$ cat src/hdl/ram_share_pkg.sv
`default_nettype none

package ram_share_pkg;

  // one memory-side word, stands in for the 256-bit bus
  localparam int MEM_DATA_W = 32;

  // memory words per wide word
  localparam int IBUF_RATIO = 2;
  localparam int OBUF_RATIO = 4;

  // wide-word rows per buffer
  localparam int IBUF_ROWS = 32;
  localparam int OBUF_ROWS = 32;

  // derived address field widths
  localparam int IBUF_ROW_W  = $clog2(IBUF_ROWS);
  localparam int IBUF_LANE_W = $clog2(IBUF_RATIO);
  localparam int OBUF_ROW_W  = $clog2(OBUF_ROWS);
  localparam int OBUF_LANE_W = $clog2(OBUF_RATIO);

  // data words
  typedef logic [MEM_DATA_W-1:0]            mem_word_t;
  typedef logic [IBUF_RATIO*MEM_DATA_W-1:0] ibuf_word_t;
  typedef logic [OBUF_RATIO*MEM_DATA_W-1:0] pu_word_t;

  // input buffer addresses, memory address is {row, half}
  typedef logic [IBUF_ROW_W-1:0]             ibuf_row_t;
  typedef logic [IBUF_LANE_W-1:0]            ibuf_lane_t;
  typedef logic [IBUF_ROW_W+IBUF_LANE_W-1:0] ibuf_mem_addr_t;

  // output buffer addresses, memory address is {row, lane}
  typedef logic [OBUF_ROW_W-1:0]             obuf_row_t;
  typedef logic [OBUF_LANE_W-1:0]            obuf_lane_t;
  typedef logic [OBUF_ROW_W+OBUF_LANE_W-1:0] obuf_mem_addr_t;

  // one client's input buffer request
  typedef struct packed {
    logic           write_req;
    ibuf_mem_addr_t write_addr;
    mem_word_t      write_data;
    logic           read_req;
    ibuf_row_t      read_addr;
  } ibuf_req_t;

  // one client's output buffer request, memory port then pu port
  typedef struct packed {
    logic           mem_write_req;
    obuf_mem_addr_t mem_write_addr;
    mem_word_t      mem_write_data;
    logic           mem_read_req;
    obuf_mem_addr_t mem_read_addr;
    logic           pu_write_req;
    obuf_row_t      pu_write_addr;
    pu_word_t       pu_write_data;
    logic           pu_read_req;
    obuf_row_t      pu_read_addr;
  } obuf_req_t;

endpackage

`default_nettype wire

$ cat src/hdl/client_select.sv
`default_nettype none

// sharing policy for the buffer bank
// accelerator datapath vs LiDAR pipeline
module client_select (
  // 1 = accelerator, 0 = LiDAR
  input  wire logic                     choose_mux_in,

  // input buffer requests of both clients
  input  wire ram_share_pkg::ibuf_req_t accel_ibuf,
  input  wire ram_share_pkg::ibuf_req_t lidar_ibuf,

  // output buffer requests of both clients
  input  wire ram_share_pkg::obuf_req_t accel_obuf,
  input  wire ram_share_pkg::obuf_req_t lidar_obuf,

  // requests of the selected client
  output ram_share_pkg::ibuf_req_t      ibuf_req,
  output ram_share_pkg::obuf_req_t      obuf_req
);

  // purely combinational, switch applies in the same cycle
  // whole struct is muxed so strobes, addresses and data
  // always come from the same client
  // unselected client is dropped entirely, no queuing
  // one select drives both buffers

  // input buffer path
  // write strobe, address, data and read side together
  always_comb begin
    if (choose_mux_in) begin
      ibuf_req = accel_ibuf;
    end else begin
      ibuf_req = lidar_ibuf;
    end
  end

  // output buffer path
  // covers memory port and pu port in one go
  always_comb begin
    if (choose_mux_in) begin
      obuf_req = accel_obuf;
    end else begin
      obuf_req = lidar_obuf;
    end
  end

  // read data needs no mux here
  // each buffer has a single read port per side,
  // its registered output goes to whoever is selected

endmodule

`default_nettype wire

$ cat config.mk
export PLATFORM = sky130hd
export DESIGN_NAME = client_select
export DESIGN_NICKNAME = d
export VERILOG_FILES = /design/src/hdl/ram_share_pkg.sv /design/src/hdl/client_select.sv
export SDC_FILE = /design/constraint.sdc
export NUM_CORES = 1
export LEC_CHECK = 0
export BUFFER_PORTS_ARGS = -buffer_cell sky130_fd_sc_hd__buf_2
export CORE_AREA = 5 5 268 270
export DETAILED_ROUTE_END_ITERATION = 6
export DIE_AREA = 0 0 273 275
export PLACE_DENSITY = 0.35
export SKIP_LAST_GASP = 1
export SLEW_MARGIN = 20
export SYNTH_ARGS = -nofsm -noshare
export SYNTH_HDL_FRONTEND = slang
export SYNTH_SLANG_ARGS = --single-unit
$ cat constraint.sdc
create_clock -name vclk -period 1
set_input_delay 0.15 -clock vclk [all_inputs]
set_output_delay 0.15 -clock vclk [all_outputs]
set_load 0.01 [all_outputs]
==> metrics.md <==
| Metric | Value |
|---|---|
| Worst Path Arrival | 1140 ps |
| Commonest non-fill, non-tap cell in the layout | buf_2 |
| Number of distinct library cells after synthesis | 4 |
| Met2 wire length | 17900 um |
| Startpoint types | primary input |
| Synth top area share | 0.726 |
| Vias in the first global route | 5680 |
| Most frequent cells in the layout | 580 x buf_2, 209 x mux2_4, 115 x buf_6 |
| Critical path's largest stage delay | 340 ps |
| Critical Path Sink Type | primary output |
| Final Wtd Congestion | 0.934 |
| Synth Cell Area | 3520 um2 |
| Layout area overhead | 175% |
| FF+latch area | 0 um2 |
| Dpl ws | -388 ps |
| First-pass GRT wire length | 40900 um |
| Worst setup margin | -288 ps |
| Clock buf count | 0 |
| Minimum clock period | 1290 ps |
| Leakage power | 0.00522 uW |
| DR DRC count | 0 |
| Initial antenna violation count | 17 |
| Most common cell type on the critical path | buf_16 |
| Total number of vias | 5261 |
| Core area | 69300 um2 |
| Final #Nets | 1445 |
| Slowest cell on crit path | mux2_2 |
| Synthesized net count | 726 |
| Largest net degree at the start of global routing | 27 |
| Maxcap violations | 0 |
| Class of the worst hold path | primary input to primary output |
| Row cnt | 97 |
| Crit path kind | primary input to primary output |
| FFs & Latches | 0 |
| Via-to-Cell Ratio | 2.73 |
| Critical-path maximum fanout | 9 |
| Worst Path Required | 850 ps |
| Final worst-path cycle share | 1.29 |
| Worst-Margin Slew | 260 ps |
| Routed Antenna Nets | 0 |
| VDD IR max | 0.000221 V |
| FMAX | 0.777 GHz |
| Outcome | finished with violations |
| Global Route Usage Sum | 0.0750 |
| Drt total wl | 34600 um |
| Routed len/inst | 17.9 um |
| 1st-iter DRT viols | 104 |
| Sequential area share after synthesis | 0 |
| Power Dens Cells | 499 nW/um2 |
| DP HPWL | 30700 um |
| Final-report hold violation count | 0 |
| Avg Cell Area, Syn | 13.6 um2 |
| Main area contributors after synthesis | mux2_4 73%, mux2_2 20%, buf_6 6.4% |
| Share of cells above drive strength 1 | 1.00 |
| Grt total ovfl | 0 |
| Crit-path cells | buf_16 -> buf_16 -> buf_6 -> mux2_2 -> buf_2 |
| Die area | 75100 um2 |
| Post-Syn Instances | 259 |
| First-pass DRT Iterations | 4 |
| Max_slew headroom | 0.828 |
| Hold-fix buffer count after cts | 0 |
| I/O pin count | 700 |
| Starting Density | 0.0508 |
| RSZ-0062 raised after global routing | true |
| Final core utilization | 0.140 |
| Failing checks | negative setup slack |
| WL met1 | 11500 um |
| Final Max Slew Viols | 0 |
| Cell taking the most area after synthesis | mux2_4 |
| Highest metal used | met5 |
| IO buf count | 700 |
| Routed wire length on met3 | 3980 um |
| Yosys warning count | 0 |
| Die X | 273 um |
| Die Y | 275 um |
| Final setup fails | 233 |
power by group:
part           switching (uW)  internal, uW
logic                    1920          2910
registers                   0             0
clock network               0       0.00148
path summary, 6_finish.rpt:
check,start,to,slack [ps],cells past startpoint
worst max-delay path,choose_mux_in,ibuf_req[42],-290,5
worst min-delay path,accel_obuf[60],obuf_req[60],600,3
cell families after synthesis:
kind of cell / after synthesis / share of synthesized area
muxes: 233 / 0.927
buffers and inverters: 26 / 0.0726
through the flow:
step	cell area, um2	hold WS (ps)	total power, uW	instances	TNS, ps
3_5_place_dp	8330	611	4050	1900	-61750
5_1_grt	9680	607	5120	1923	-63560
2_1_floorplan	3690	435	1950	259	-3230
4_1_cts	8650	600	4270	1904	-62180
3_3_place_gp	8330	613	4040	1900	-58250
6_report	9690	596	4840	1927	-54240
layer usage:
layer,up-vias,track usage
met5,-,0.00770
met4,8,0.0198
met3,34,0.0290
met2,430,0.148
met1,2346,0.0720
li1,2443,-
synth_stat cells:
| master | count |
|---|---|
| buf_2 | 6 |
| buf_6 | 20 |
| mux2_2 | 63 |
| mux2_4 | 170 |
layout make-up:
cell class         instances  area [um2]
fillers                 7877       59600
diodes                    11        27.5
multi-input cells        233        3410
well taps                940        1180
repair buffers           743        5070
worst max-delay path: cells and delay by family:
family   cells  cell delay, ps
buf+inv      4             610
mux          1             340
what timing repair did:
item,4_1_cts,5_1_grt
cloned,1,10
resized for setup,69,190
setup endpoints to repair,233,233
pin swaps,0,0
buffers inserted,3,2
(Power assumes the default switching activity.)
